`src/verilog/exu_consts.svh`:
```
// widths and counts shared by the execute stage
// the multiply/divide step count must equal the data width
// for the bit-serial datapath to produce a full result
`ifndef EXU_CONSTS_SVH
`define EXU_CONSTS_SVH

// data word and register index
`define EXU_XLEN 32
`define EXU_REG_ADDR_W 5

// operation code field
`define EXU_OP_W 4

// iterations per multiply or divide
`define EXU_MULDIV_STEPS 32

// link address increment
`define EXU_INST_BYTES 4

`endif

```
`src/verilog/exu_pkg.sv`:
```
// types of the execute stage
// operation codes are numbered from zero in the order listed,
// the decoder and the test vectors must use the same numbering
`include "exu_consts.svh"

package exu_pkg;

    typedef logic [`EXU_XLEN-1:0] xlen_t;
    typedef logic [`EXU_REG_ADDR_W-1:0] reg_addr_t;

    // which unit takes the instruction
    typedef enum logic [1:0] {
        GRP_NONE, GRP_ALU, GRP_BJP, GRP_MULDIV
    } exu_grp_e;

    typedef enum logic [`EXU_OP_W-1:0] {
        ALU_ADD, ALU_SUB, ALU_AND, ALU_OR, ALU_XOR,
        ALU_SLL, ALU_SRL, ALU_SRA, ALU_SLT, ALU_SLTU
    } alu_op_e;

    // jal and jalr also write the link value through the alu
    typedef enum logic [`EXU_OP_W-1:0] {
        BJP_JAL, BJP_JALR, BJP_BEQ, BJP_BNE,
        BJP_BLT, BJP_BGE, BJP_BLTU, BJP_BGEU
    } bjp_op_e;

    // mulhsu is not supported
    typedef enum logic [`EXU_OP_W-1:0] {
        MD_MUL, MD_MULH, MD_MULHU, MD_DIV, MD_DIVU, MD_REM, MD_REMU
    } muldiv_op_e;

endpackage

```
`src/verilog/exu_dispatch.sv`:
```
// instruction routing to the execution units
// inputs are taken only while the stage is not stalled and no interrupt is
// pending, upstream has to hold them otherwise
`include "exu_consts.svh"

module exu_dispatch (
    input  logic                 dec_valid_i,
    input  exu_pkg::exu_grp_e    dec_grp_i,
    input  logic [`EXU_OP_W-1:0] dec_op_i,
    input  logic                 dec_use_imm_i,
    input  exu_pkg::xlen_t       dec_imm_i,
    input  exu_pkg::xlen_t       dec_pc_i,
    input  exu_pkg::xlen_t       rs1_rdata_i,
    input  exu_pkg::xlen_t       rs2_rdata_i,
    input  logic                 stall_i,
    input  logic                 int_assert_i,
    output logic                 alu_req_o,
    output exu_pkg::alu_op_e     alu_op_o,
    output exu_pkg::xlen_t       alu_op1_o,
    output exu_pkg::xlen_t       alu_op2_o,
    output logic                 bjp_req_o,
    output exu_pkg::bjp_op_e     bjp_op_o,
    output logic                 md_req_o,
    output exu_pkg::muldiv_op_e  md_op_o
);
    import exu_pkg::*;

    logic accept;
    logic is_link;

    assign accept = dec_valid_i & ~stall_i & ~int_assert_i;

    assign bjp_op_o = bjp_op_e'(dec_op_i);
    assign md_op_o  = muldiv_op_e'(dec_op_i);

    // jal/jalr need rd = pc + 4
    assign is_link = (dec_grp_i == GRP_BJP) && (bjp_op_o inside {BJP_JAL, BJP_JALR});

    assign bjp_req_o = accept && (dec_grp_i == GRP_BJP);
    assign md_req_o  = accept && (dec_grp_i == GRP_MULDIV);
    assign alu_req_o = accept && ((dec_grp_i == GRP_ALU) || is_link);

    always_comb begin
        if (is_link) begin
            alu_op_o  = ALU_ADD;
            alu_op1_o = dec_pc_i;
            alu_op2_o = xlen_t'(`EXU_INST_BYTES);
        end else begin
            alu_op_o  = alu_op_e'(dec_op_i);
            alu_op1_o = rs1_rdata_i;
            // immediate form, e.g. addi / slli
            alu_op2_o = dec_use_imm_i ? dec_imm_i : rs2_rdata_i;
        end
    end

endmodule

```
`src/verilog/exu_alu.sv`:
```
// single-cycle ALU with a registered result port
// the result stays on the port until wb_ready_i takes it, a new request may
// arrive in the cycle the old result retires
module exu_alu (
    input  logic               clk,
    input  logic               arst_n_i,
    input  logic               alu_req_i,
    input  exu_pkg::alu_op_e   alu_op_i,
    input  exu_pkg::xlen_t     alu_op1_i,
    input  exu_pkg::xlen_t     alu_op2_i,
    input  exu_pkg::reg_addr_t rd_addr_i,
    input  logic               wb_ready_i,
    output logic               reg_we_o,
    output exu_pkg::xlen_t     reg_wdata_o,
    output exu_pkg::reg_addr_t reg_waddr_o,
    output logic               alu_stall_o
);
    import exu_pkg::*;

    xlen_t result;
    logic [4:0] shamt;

    assign shamt = alu_op2_i[4:0];

    always_comb begin
        unique case (alu_op_i)
            ALU_ADD:  result = alu_op1_i + alu_op2_i;
            ALU_SUB:  result = alu_op1_i - alu_op2_i;
            ALU_AND:  result = alu_op1_i & alu_op2_i;
            ALU_OR:   result = alu_op1_i | alu_op2_i;
            ALU_XOR:  result = alu_op1_i ^ alu_op2_i;
            ALU_SLL:  result = alu_op1_i << shamt;
            ALU_SRL:  result = alu_op1_i >> shamt;
            ALU_SRA:  result = xlen_t'($signed(alu_op1_i) >>> shamt);
            ALU_SLT:  result = xlen_t'($signed(alu_op1_i) < $signed(alu_op2_i));
            ALU_SLTU: result = xlen_t'(alu_op1_i < alu_op2_i);
            default:  result = '0;
        endcase
    end

    // held result not yet taken by writeback
    assign alu_stall_o = reg_we_o & ~wb_ready_i;

    always_ff @(posedge clk or negedge arst_n_i) begin
        if (!arst_n_i) begin
            reg_we_o <= 1'b0;
        end else if (alu_req_i) begin
            reg_we_o <= 1'b1;
        end else if (wb_ready_i) begin
            reg_we_o <= 1'b0;
        end
    end

    always_ff @(posedge clk) begin
        if (alu_req_i) begin
            reg_wdata_o <= result;
            reg_waddr_o <= rd_addr_i;
        end
    end

    // dispatch must see the stall before it sends a new request
    a_no_req_when_stalled: assert property (
        @(posedge clk) disable iff (!arst_n_i) alu_req_i |-> !alu_stall_o
    ) else $error("alu request while a result is held");

endmodule

```
`src/verilog/exu_bru.sv`:
```
// combinational branch unit
// the jump outputs only mean something in the cycle the branch is accepted,
// an interrupt request always wins over the branch result
module exu_bru (
    input  logic             bjp_req_i,
    input  exu_pkg::bjp_op_e bjp_op_i,
    input  exu_pkg::xlen_t   rs1_i,
    input  exu_pkg::xlen_t   rs2_i,
    input  exu_pkg::xlen_t   pc_i,
    input  exu_pkg::xlen_t   imm_i,
    input  logic             int_assert_i,
    input  exu_pkg::xlen_t   int_addr_i,
    output logic             jump_flag_o,
    output exu_pkg::xlen_t   jump_addr_o
);
    import exu_pkg::*;

    logic eq;
    logic lt_s;
    logic lt_u;
    logic taken;
    xlen_t target;

    assign eq   = (rs1_i == rs2_i);
    assign lt_s = ($signed(rs1_i) < $signed(rs2_i));
    assign lt_u = (rs1_i < rs2_i);

    always_comb begin
        unique case (bjp_op_i)
            BJP_JAL, BJP_JALR: taken = 1'b1;
            BJP_BEQ:           taken = eq;
            BJP_BNE:           taken = ~eq;
            BJP_BLT:           taken = lt_s;
            BJP_BGE:           taken = ~lt_s;
            BJP_BLTU:          taken = lt_u;
            BJP_BGEU:          taken = ~lt_u;
            default:           taken = 1'b0;
        endcase
    end

    // jalr clears bit 0 of the target
    assign target = (bjp_op_i == BJP_JALR) ? ((rs1_i + imm_i) & ~xlen_t'(1)) : (pc_i + imm_i);

    assign jump_flag_o = int_assert_i | (bjp_req_i & taken);
    assign jump_addr_o = int_assert_i ? int_addr_i : target;

    always_comb begin
        if (jump_flag_o) begin
            a_jump_addr_known: assert final (!$isunknown(jump_addr_o))
                else $error("jump address unknown while a jump is signalled");
        end
    end

endmodule

```
`src/verilog/exu_muldiv.sv`:
```
// bit-serial multiply and restoring divide
// one step per cycle, then one cycle of sign fix-up, so the result shows up
// EXU_MULDIV_STEPS + 1 cycles after the request
// divide by zero gives all ones and the dividend as remainder
// an interrupt drops the operation without writeback
`include "exu_consts.svh"

module exu_muldiv (
    input  logic                clk,
    input  logic                arst_n_i,
    input  logic                md_req_i,
    input  exu_pkg::muldiv_op_e md_op_i,
    input  exu_pkg::xlen_t      rs1_i,
    input  exu_pkg::xlen_t      rs2_i,
    input  exu_pkg::reg_addr_t  rd_addr_i,
    input  logic                wb_ready_i,
    input  logic                int_assert_i,
    output logic                busy_o,
    output logic                reg_we_o,
    output exu_pkg::xlen_t      reg_wdata_o,
    output exu_pkg::reg_addr_t  reg_waddr_o
);
    import exu_pkg::*;

    localparam int unsigned XL = `EXU_XLEN;
    localparam int unsigned CNT_W = $clog2(`EXU_MULDIV_STEPS);
    localparam logic [CNT_W-1:0] CNT_LAST = CNT_W'(`EXU_MULDIV_STEPS - 1);

    typedef enum logic [1:0] {MD_IDLE, MD_CALC, MD_FIX, MD_WAIT} md_state_e;

    md_state_e        state_q;
    logic [CNT_W-1:0] cnt_q;
    muldiv_op_e       op_q;
    logic             res_neg_q;
    // multiply: {hi, lo} product, lo starts as multiplier
    // divide: {remainder, quotient}, lo starts as dividend
    logic [2*XL-1:0]  acc_q;
    xlen_t            opb_q;

    logic             op_signed;
    logic             a_neg;
    logic             b_neg;
    xlen_t            a_abs;
    xlen_t            b_abs;
    logic             start_neg;
    logic             div_mode;
    logic [XL:0]      mul_sum;
    logic [XL:0]      div_shift;
    logic [XL:0]      div_diff;
    logic [2*XL-1:0]  acc_step;
    logic [2*XL-1:0]  prod_fix;
    xlen_t            quo_fix;
    xlen_t            rem_fix;
    xlen_t            result;

    assign op_signed = md_op_i inside {MD_MULH, MD_DIV, MD_REM};
    assign a_neg = op_signed & rs1_i[XL-1];
    assign b_neg = op_signed & rs2_i[XL-1];
    assign a_abs = a_neg ? -rs1_i : rs1_i;
    assign b_abs = b_neg ? -rs2_i : rs2_i;

    // sign of the final result, quotient stays all ones on divide by zero
    always_comb begin
        case (md_op_i)
            MD_MULH: start_neg = a_neg ^ b_neg;
            MD_DIV:  start_neg = (a_neg ^ b_neg) & (rs2_i != '0);
            MD_REM:  start_neg = a_neg;
            default: start_neg = 1'b0;
        endcase
    end

    assign div_mode = op_q inside {MD_DIV, MD_DIVU, MD_REM, MD_REMU};

    // one iteration
    always_comb begin
        mul_sum   = {1'b0, acc_q[2*XL-1:XL]} + (acc_q[0] ? {1'b0, opb_q} : '0);
        div_shift = {acc_q[2*XL-1:XL], acc_q[XL-1]};
        div_diff  = div_shift - {1'b0, opb_q};
        if (!div_mode) begin
            acc_step = {mul_sum, acc_q[XL-1:1]};
        end else if (!div_diff[XL]) begin
            acc_step = {div_diff[XL-1:0], acc_q[XL-2:0], 1'b1};
        end else begin
            acc_step = {div_shift[XL-1:0], acc_q[XL-2:0], 1'b0};
        end
    end

    // sign fix-up and part select
    always_comb begin
        prod_fix = res_neg_q ? -acc_q : acc_q;
        quo_fix  = res_neg_q ? -acc_q[XL-1:0] : acc_q[XL-1:0];
        rem_fix  = res_neg_q ? -acc_q[2*XL-1:XL] : acc_q[2*XL-1:XL];
        case (op_q)
            MD_MUL:           result = prod_fix[XL-1:0];
            MD_MULH, MD_MULHU: result = prod_fix[2*XL-1:XL];
            MD_DIV, MD_DIVU:  result = quo_fix;
            default:          result = rem_fix;
        endcase
    end

    assign busy_o = (state_q != MD_IDLE);

    always_ff @(posedge clk or negedge arst_n_i) begin
        if (!arst_n_i) begin
            state_q  <= MD_IDLE;
            cnt_q    <= '0;
            reg_we_o <= 1'b0;
        end else if (int_assert_i) begin
            state_q  <= MD_IDLE;
            reg_we_o <= 1'b0;
        end else begin
            case (state_q)
                MD_IDLE: begin
                    if (md_req_i) begin
                        state_q <= MD_CALC;
                        cnt_q   <= '0;
                    end
                end
                MD_CALC: begin
                    cnt_q <= cnt_q + 1'b1;
                    if (cnt_q == CNT_LAST) begin
                        state_q <= MD_FIX;
                    end
                end
                MD_FIX: begin
                    state_q  <= MD_WAIT;
                    reg_we_o <= 1'b1;
                end
                default: begin
                    if (wb_ready_i) begin
                        state_q  <= MD_IDLE;
                        reg_we_o <= 1'b0;
                    end
                end
            endcase
        end
    end

    always_ff @(posedge clk) begin
        if (state_q == MD_IDLE && md_req_i) begin
            acc_q       <= {{XL{1'b0}}, a_abs};
            opb_q       <= b_abs;
            op_q        <= md_op_i;
            res_neg_q   <= start_neg;
            reg_waddr_o <= rd_addr_i;
        end else if (state_q == MD_CALC) begin
            acc_q <= acc_step;
        end
        if (state_q == MD_FIX) begin
            reg_wdata_o <= result;
        end
    end

    // the top-level stall has to keep new requests out
    a_no_req_when_busy: assert property (
        @(posedge clk) disable iff (!arst_n_i) md_req_i |-> !busy_o
    ) else $error("mul/div request while busy");

endmodule

```
`src/verilog/exu.sv`:
```
// execute stage: alu, branch unit and mul/div
// alu and mul/div results leave on separate writeback ports, each held
// until its ready input is high; stall_flag_o blocks new instructions
`include "exu_consts.svh"

module exu (
    input  logic                 clk,
    input  logic                 arst_n_i,
    input  logic                 dec_valid_i,
    input  exu_pkg::exu_grp_e    dec_grp_i,
    input  logic [`EXU_OP_W-1:0] dec_op_i,
    input  logic                 dec_use_imm_i,
    input  exu_pkg::xlen_t       dec_imm_i,
    input  exu_pkg::xlen_t       dec_pc_i,
    input  exu_pkg::xlen_t       rs1_rdata_i,
    input  exu_pkg::xlen_t       rs2_rdata_i,
    input  exu_pkg::reg_addr_t   rd_addr_i,
    input  logic                 alu_wb_ready_i,
    input  logic                 muldiv_wb_ready_i,
    input  logic                 int_assert_i,
    input  exu_pkg::xlen_t       int_addr_i,
    output logic                 alu_reg_we_o,
    output exu_pkg::xlen_t       alu_reg_wdata_o,
    output exu_pkg::reg_addr_t   alu_reg_waddr_o,
    output logic                 muldiv_reg_we_o,
    output exu_pkg::xlen_t       muldiv_reg_wdata_o,
    output exu_pkg::reg_addr_t   muldiv_reg_waddr_o,
    output logic                 stall_flag_o,
    output logic                 jump_flag_o,
    output exu_pkg::xlen_t       jump_addr_o
);
    import exu_pkg::*;

    logic       alu_req;
    alu_op_e    alu_op;
    xlen_t      alu_op1;
    xlen_t      alu_op2;
    logic       bjp_req;
    bjp_op_e    bjp_op;
    logic       md_req;
    muldiv_op_e md_op;
    logic       alu_stall;
    logic       md_busy;

    exu_dispatch u_exu_dispatch (
        .dec_valid_i  (dec_valid_i),
        .dec_grp_i    (dec_grp_i),
        .dec_op_i     (dec_op_i),
        .dec_use_imm_i(dec_use_imm_i),
        .dec_imm_i    (dec_imm_i),
        .dec_pc_i     (dec_pc_i),
        .rs1_rdata_i  (rs1_rdata_i),
        .rs2_rdata_i  (rs2_rdata_i),
        .stall_i      (stall_flag_o),
        .int_assert_i (int_assert_i),
        .alu_req_o    (alu_req),
        .alu_op_o     (alu_op),
        .alu_op1_o    (alu_op1),
        .alu_op2_o    (alu_op2),
        .bjp_req_o    (bjp_req),
        .bjp_op_o     (bjp_op),
        .md_req_o     (md_req),
        .md_op_o      (md_op)
    );

    exu_alu u_alu (
        .clk        (clk),
        .arst_n_i   (arst_n_i),
        .alu_req_i  (alu_req),
        .alu_op_i   (alu_op),
        .alu_op1_i  (alu_op1),
        .alu_op2_i  (alu_op2),
        .rd_addr_i  (rd_addr_i),
        .wb_ready_i (alu_wb_ready_i),
        .reg_we_o   (alu_reg_we_o),
        .reg_wdata_o(alu_reg_wdata_o),
        .reg_waddr_o(alu_reg_waddr_o),
        .alu_stall_o(alu_stall)
    );

    exu_bru u_bru (
        .bjp_req_i   (bjp_req),
        .bjp_op_i    (bjp_op),
        .rs1_i       (rs1_rdata_i),
        .rs2_i       (rs2_rdata_i),
        .pc_i        (dec_pc_i),
        .imm_i       (dec_imm_i),
        .int_assert_i(int_assert_i),
        .int_addr_i  (int_addr_i),
        .jump_flag_o (jump_flag_o),
        .jump_addr_o (jump_addr_o)
    );

    exu_muldiv u_muldiv (
        .clk         (clk),
        .arst_n_i    (arst_n_i),
        .md_req_i    (md_req),
        .md_op_i     (md_op),
        .rs1_i       (rs1_rdata_i),
        .rs2_i       (rs2_rdata_i),
        .rd_addr_i   (rd_addr_i),
        .wb_ready_i  (muldiv_wb_ready_i),
        .int_assert_i(int_assert_i),
        .busy_o      (md_busy),
        .reg_we_o    (muldiv_reg_we_o),
        .reg_wdata_o (muldiv_reg_wdata_o),
        .reg_waddr_o (muldiv_reg_waddr_o)
    );

    // mul/div blocks the stage for its whole run, the alu only when its port is full
    assign stall_flag_o = alu_stall | md_busy;

endmodule

```
`config.mk`:
```
export PLATFORM = sky130hd
export DESIGN_NAME = exu
export DESIGN_NICKNAME = d
export VERILOG_FILES = /design/src/verilog/exu_pkg.sv /design/src/verilog/exu_dispatch.sv /design/src/verilog/exu_alu.sv /design/src/verilog/exu_bru.sv /design/src/verilog/exu_muldiv.sv /design/src/verilog/exu.sv
export VERILOG_INCLUDE_DIRS = /design/src /design/src/verilog
export SDC_FILE = /design/constraint.sdc
export NUM_CORES = 2
export LEC_CHECK = 0
export CAP_MARGIN = 20
export CORE_AREA = 4 4 349 213
export CTS_CLUSTER_SIZE = 24
export DETAILED_ROUTE_END_ITERATION = 8
export DIE_AREA = 0 0 353 217
export DONT_BUFFER_PORTS = 1
export REMOVE_ABC_BUFFERS = 1
export SKIP_CTS_REPAIR_TIMING = 1
export SKIP_LAST_GASP = 1
export SYNTH_ARGS = -nofsm -noshare
export SYNTH_HDL_FRONTEND = slang
export SYNTH_SLANG_ARGS = --single-unit
```
`constraint.sdc`:
```
create_clock -name clk -period 5.4 [get_ports clk]
set_input_delay 0.81 -clock clk [delete_from_list [all_inputs] [get_ports clk]]
set_output_delay 0.81 -clock clk [all_outputs]
set_load 0.01 [all_outputs]
```
# [Yosys cells after proc, flatten, opt, wreduce, memory -nomap -nowiden]
# Index checks and enable logic that the tools add are counted.
# Widths: inputs -> output; s select.
[totals] reg_bits=184 latch_bits=0 ram_bits=0 rom_bits=0 elab_cells=143 mem_count=0
[classes] addsub=12 multipliers=0 div_mod_pow=0 magnitude_cmp=4 n_eq_ne=33 shift=3 n_mux=32 bitwise=19 reduce_logical=27
[op_table] op="$mux 32" n=12
[op_table] op="$pmux 32 s10" n=1
[op_table] op="$mux 64" n=3
[op_table] op="$lt 32x32->1" n=4
[op_table] op="$neg 32->32" n=4
[op_table] op="$add 32x32->32" n=3
[op_table] op="$pmux 32 s3" n=1
[op_table] op="$neg 64->64" n=1
[op_table] op="$eq 4x3->1 const B" n=11
[op_table] op="$add 32x32->33" n=1
[op_table] op="$sub 33x32->33" n=1
[op_table] op="$and 32x32->32" n=1
[op_table] op="$eq 32x32->1" n=1
[op_table] op="$or 32x32->32" n=1
[op_table] op="$reduce_bool 32->1" n=1
[op_table] op="$shl 32x5->32" n=1
[op_table] op="$shr 32x5->32" n=1
[op_table] op="$sshr 32x5->32" n=1
[op_table] op="$sub 32x32->32" n=1
[op_table] op="$xor 32x32->32" n=1
[op_table] op="$eq 4x2->1 const B" n=6
[op_table] op="$eq 4x1->1 const B" n=3
[op_table] op="$logic_not 4->1" n=3
[op_table] op="$pmux 5 s2" n=1
[op_table] op="29 further kinds" n=66

# [Logic depth before layout (Yosys ltp)]
[depth] word_depth=10 mapped_depth=25

# [Hierarchy]
# A second synthesis with hierarchy kept.
[unflattened] cells_unflattened=3654 area_unflattened_um2=28139.5
[by_module_without_submodules] module="exu_muldiv" instances=1 cells_per_inst=1656 area_per_inst_um2=13240.2 seq_area_each_um2=4023.9
[by_module_without_submodules] module="exu_alu" instances=1 cells_per_inst=1234 area_per_inst_um2=9331.4 seq_area_each_um2=1136.1
[by_module_without_submodules] module="exu_bru" instances=1 cells_per_inst=634 area_per_inst_um2=4449.3 seq_area_each_um2=0.0
[by_module_without_submodules] module="exu_dispatch" instances=1 cells_per_inst=129 area_per_inst_um2=1112.3 seq_area_each_um2=0.0
[by_module_without_submodules] module="exu" instances=1 cells_per_inst=1 area_per_inst_um2=6.3 seq_area_each_um2=0.0

# [Least setup slack after synthesis]
# Ideal clock, no wire load.
[synth_timing] path_kind="input -> register" startpoint="in dec_op_i[2]" endpoint="reg u_alu.reg_wdata_o[31] (data pin)" setup_ns=0.267 arrival_ns=5.487 required_time_ns=5.133 slack_ns=-0.354 stages=24 path_cell_list="buf_2 -> nor2_1 -> buf_2 -> nand2_1 -> buf_2 -> buf_2 -> buf_2 -> buf_2 -> clkbuf_1 -> buf_1 -> nand2_1 -> ha_1 -> clkbuf_1 -> o21a_1 -> o21ai_0 -> a221oi_1 -> a2111oi_0 -> o21ai_0 -> a21oi_1 -> a21oi_1 -> a211o_1 -> a221oi_1 -> or3_1 -> nand4_1"
[synth_via] elab_chain_len=6 word_cells_on_any_way=26
[synth_lines] item="start, declared" line="exu.sv:11" text="input logic [`EXU_OP_W-1:0] dec_op_i,"
[synth_lines] item="$eq 4x1->1 or $logic_not 4->1 (tied branches)" line="exu_dispatch.sv:37" text="assign is_link = (dec_grp_i == GRP_BJP) && (bjp_op_o inside {BJP_JAL, BJP_JALR});"
[synth_lines] item="$reduce_bool 2->1" line="exu_dispatch.sv:37"
[synth_lines] item="$logic_and 1x1->1" line="exu_dispatch.sv:37"
[synth_lines] item="$mux 32 or $mux 4 (tied branches)" line="exu_dispatch.sv:44" text="if (is_link) begin"
[synth_lines] item="$sub 32x32->32, or another cell as far along" line="exu_alu.sv:28" text="ALU_SUB: result = alu_op1_i - alu_op2_i;"
[synth_lines] item="$pmux 32 s10 *" line="exu_alu.sv:26" text="unique case (alu_op_i)"
[synth_lines] item="net u_alu.result[31]" line="exu_alu.sv:20" text="xlen_t result;"
[synth_lines] item="end signal, assigned" line="exu_alu.sv:56" text="reg_wdata_o <= result;"
[synth_lines] item="end, declared" line="exu_alu.sv:14" text="output exu_pkg::xlen_t reg_wdata_o,"
# Mark *: on every way through the listed nets, which the timed path passes. The rest lies on a longest branch.
# A chain may end at the register's enable or synchronous reset.

# [Worst setup path after layout]
[layout_timing] startpoint="in dec_imm_i[3]" endpoint="out jump_addr_o[18]"
[layout_via] elab_chain_len=3 word_cells_on_any_way=4
[layout_lines] item="start, declared" line="exu.sv:13" text="input exu_pkg::xlen_t dec_imm_i,"
[layout_lines] item="$add 32x32->32" line="exu_bru.sv:42" text="assign target = (bjp_op_i == BJP_JALR) ? ((rs1_i + imm_i) & ~xlen_t'(1)) : (pc_i + imm_i);"
[layout_lines] item="$mux 32 *" line="exu_bru.sv:42"
[layout_lines] item="$mux 32 *" line="exu_bru.sv:45" text="assign jump_addr_o = int_assert_i ? int_addr_i : target;"
[layout_lines] item="end, declared" line="exu.sv:30" text="output exu_pkg::xlen_t jump_addr_o"
# Mark *: on every way between the ends. The rest lies on a longest branch, timed or not.

==> impl_metrics.env <==
export IMPL_outcome="finished clean"
export IMPL_p_sw_mw=4.72
export IMPL_syn_inst=3933
export IMPL_synth_seq_cells=184
export IMPL_vdd_drop_max_mv=0.235
export IMPL_cp_slowest_stage_delay_ns=0.50
export IMPL_synth_edf_count=143
export IMPL_crit_type="in -> out"
export IMPL_cp_slowest_cell="o31ai_1"
export IMPL_areaGrowthSynthToFinish_pct=7.99
export IMPL_clkPwrFrac_pct=14.1
export IMPL_path_common_cell="o21ai_0"
export IMPL_fin_crit_sh_pct=97.8
export IMPL_slew_violations=0
export IMPL_switching_share_pct=50.1
export IMPL_crit_required_ns=4.59
export IMPL_vias=31700
export IMPL_arrival_ns=4.47
export IMPL_power_density_nw_per_um2=308
export IMPL_place_inst=4797
export IMPL_grt_pass1_wl_mm=194
export IMPL_fp_row_count=76
export IMPL_synth_ff_type="edfxtp_1"
export IMPL_holdPathStages=0
export IMPL_start_util_pct=39.7
export IMPL_internal_power_mw=4.70
export IMPL_instances_no_fill=4835
export IMPL_numCtsBuffers=17
export IMPL_drt_wirelength_per_cell_um=28.3
export IMPL_cts_max_path_buffers=2
export IMPL_clk_pin_slew_worst_paths_ns=0.09
export IMPL_final_core_util_pct=42.9
export IMPL_synth_seq_area_share_pct=18.2
export IMPL_first_iter_violations=5330
export IMPL_dp_hpwl_mm=110
export IMPL_drive_above_1_share_pct=7.45
export IMPL_finalSetupViolCount=0
export IMPL_drt_wl_total_mm=137
export IMPL_synth_avg_cell_area_um2=7.19
export IMPL_ys_types=94
export IMPL_cts_tree="yes"
export IMPL_finish_net_count=4333
export IMPL_max_freq_mhz=189
export IMPL_dieArea_um2=76600
export IMPL_tightest_slew_ns=1.18
export IMPL_start_kind="primary input"
export IMPL_port_buffer_count=0
export IMPL_firstDrtPassIters=8
export IMPL_gp_congestion=1.06
export IMPL_grt_ovfl_total=0
export IMPL_min_period_ns=5.28
export IMPL_insertion_delay_ns=0.52
export IMPL_rsz0062_at_grt="no"
export IMPL_vias_per_cell=6.57
export IMPL_path_cells="ha_1, or2_2, o221a_2, o31ai_1, a21boi_0, o21ai_0, nand2b_1, a31oi_1, o21ai_0, xnor2_1, o211ai_1, o21a_1"
export IMPL_hold_class="in -> reg"
export IMPL_p_seq_share_pct=25.5
export IMPL_antenna_left=0
export IMPL_p_leak_nw=12.9
export IMPL_ys_warn_count=0
export IMPL_antenna_found_initial=9
export IMPL_comb_power_share_pct=60.5
export IMPL_cts_max_level=4
export IMPL_maxCapViolCount=0
export IMPL_clock_skew_ns=0.0202
export IMPL_core_um2=71200
export IMPL_ctsRootBufferMaster="clkbuf_16"
export IMPL_syn_cell_area_um2=28300
export IMPL_die_y_um=217
export IMPL_cp_max_fo=4
export IMPL_grt_max_degree=88
export IMPL_synthArstFlopShare_pct=4.89
export IMPL_fill_cells=7409
export IMPL_hold_violations=0
export IMPL_die_width_um=353
export IMPL_end_kind="output pin"
export IMPL_clock_sinks=184
export IMPL_drc=0
export IMPL_ios=288
export IMPL_grt_pass1_vias=27300
export IMPL_gr_usage_all_layers_pct=33.9
export IMPL_max_slew_margin_pct=20.8
export IMPL_ff2ff_path_depth=14
[stage by stage]
stage	hold slack, ns	total power, mW	setup slack (ns)	cell area, µm²	TNS, ns
finish	0.380	9.42	0.120	30500	0
global route	0.361	9.96	0.0596	30500	0
CTS	-0.0515	9.20	0.310	30500	0
detailed placement	0.515	7.84	0.0233	29900	0
global placement	0.502	7.83	0.179	29900	0
floorplan	0.472	6.08	-2.83	27300	-133.90
[power by group through the flow]
stage	registers (mW)	clock network [mW]	logic (mW)
finish	2.40	1.32	5.70
global route	2.42	1.40	6.14
CTS	2.37	1.35	5.48
detailed placement	2.40	0	5.44
global placement	2.40	0	5.43
floorplan	2.21	0	3.88
[final timing paths]
kind / start / end / slack [ns]
setup / recovery: dec_imm_i[3] / jump_addr_o[18] / 0.12
hold / removal: dec_op_i[3] / u_muldiv.op_q[3]$_DFFE_PP_ / 0.38
setup reg to reg: u_muldiv.acc_q[31]$_DFFE_PP_ / u_muldiv.acc_q[63]$_SDFFE_PP0P_ / 0.96
hold reg to reg: u_muldiv.cnt_q[4]$_DFFE_PN0P_ / u_muldiv.cnt_q[4]$_DFFE_PN0P_ / 0.54
max in group asynchronous: arst_n_i / u_muldiv.cnt_q[3]$_DFFE_PN0P_ / 4.41
min in group asynchronous: arst_n_i / u_muldiv.state_q[1]$_DFFE_PN0P_ / 0.67
[layer usage]
layer / up-vias / share of wire (%) / track usage, %
li1: 14300 / - / -
met1: 15000 / 46 / 53.0
met2: 2255 / 35 / 40.8
met3: 139 / 18 / 16.0
met4: 8 / 1.5 / 5.97
met5: - / 0.045 / 0
[state kept, by name, indices dropped and copies added (netlist names), 4 cells and up]
| signal | flops |
|---|---|
| u_muldiv.op_q | 4 |
| u_muldiv.reg_waddr_o | 5 |
| u_alu.reg_wdata_o | 32 |
| u_alu.reg_waddr_o | 5 |
| u_muldiv.cnt_q | 5 |
| u_muldiv.opb_q | 32 |
| u_muldiv.reg_wdata_o | 32 |
| u_muldiv.acc_q | 64 |
[Yosys cell counts (65+ instances only)]
| library cell | n | area, µm² |
|---|---|---|
| nand2_1 | 556 | 2090 |
| a21oi_1 | 355 | 1780 |
| nor2_1 | 342 | 1280 |
| o21ai_0 | 283 | 1420 |
| ha_1 | 267 | 3340 |
| inv_1 | 212 | 796 |
| clkbuf_1 | 172 | 646 |
| xnor2_1 | 145 | 1270 |
| edfxtp_1 | 143 | 4290 |
| a31oi_1 | 107 | 669 |
| mux2i_1 | 100 | 1000 |
| nor3_1 | 94 | 470 |
| a21o_1 | 88 | 661 |
| a211oi_1 | 78 | 586 |
| xor2_1 | 78 | 683 |
| nand3_1 | 65 | 325 |
[critical path: cells and delay by family]
kind | cells | cell delay, ns
compound gates | 8 | 2.77
simple gates | 2 | 0.45
fa+ha+maj | 1 | 0.22
xor+xnor | 1 | 0.20
[layout by cell type, fill, tap and decap left out, types with 20 or more instances in the layout]
| cell | n |
|---|---|
| or3_1 | 25 |
| nor2b_1 | 26 |
| dfxtp_1 | 32 |
| o221ai_1 | 41 |
| a221oi_1 | 25 |
| nor3_1 | 92 |
| nand3_1 | 64 |
| o21bai_1 | 30 |
| a21oi_1 | 354 |
| inv_1 | 209 |
| nor4_1 | 23 |
| a31oi_1 | 106 |
| nand4_1 | 30 |
| buf_4 | 163 |
| xor2_1 | 78 |
| xnor2_1 | 145 |
| nor2_1 | 340 |
| o22ai_1 | 31 |
| and2_1 | 25 |
| mux2_2 | 25 |
| edfxtp_1 | 143 |
| mux2i_1 | 99 |
| nand2_1 | 554 |
| a22oi_1 | 28 |
| ha_1 | 266 |
| o211ai_1 | 33 |
| and3_1 | 27 |
| a211oi_1 | 78 |
| o31ai_1 | 40 |
| or4_1 | 20 |
| nand2b_1 | 40 |
| a21o_1 | 88 |
| o21ai_0 | 282 |
| o21a_1 | 27 |
[logic make-up after synthesis]
kind of cell,Yosys count,synth area share [%]
compound gates,1344,30.7
flops,184,18.2
simple gates,1325,21.0
xor+xnor,223,6.90
fa+ha+maj,273,12.2
mux,125,4.53
buf+inv,459,6.32
[cell type report]
class	instances	area, µm²	share of cell area [%]
Timing Repair Buffer	171	1370	4.48
Inverter	218	818	2.68
Multi-Input combinational cell	3290	21500	70.2
Clock buffer	18	429	1.40
Sequential cell	184	5160	16.9
Clock inverter	14	138	0.451
Tap cell	936	1170	3.83
Antenna cell	4	10.0	0.0328
No activity file was read; power rests on OpenSTA's default activity.
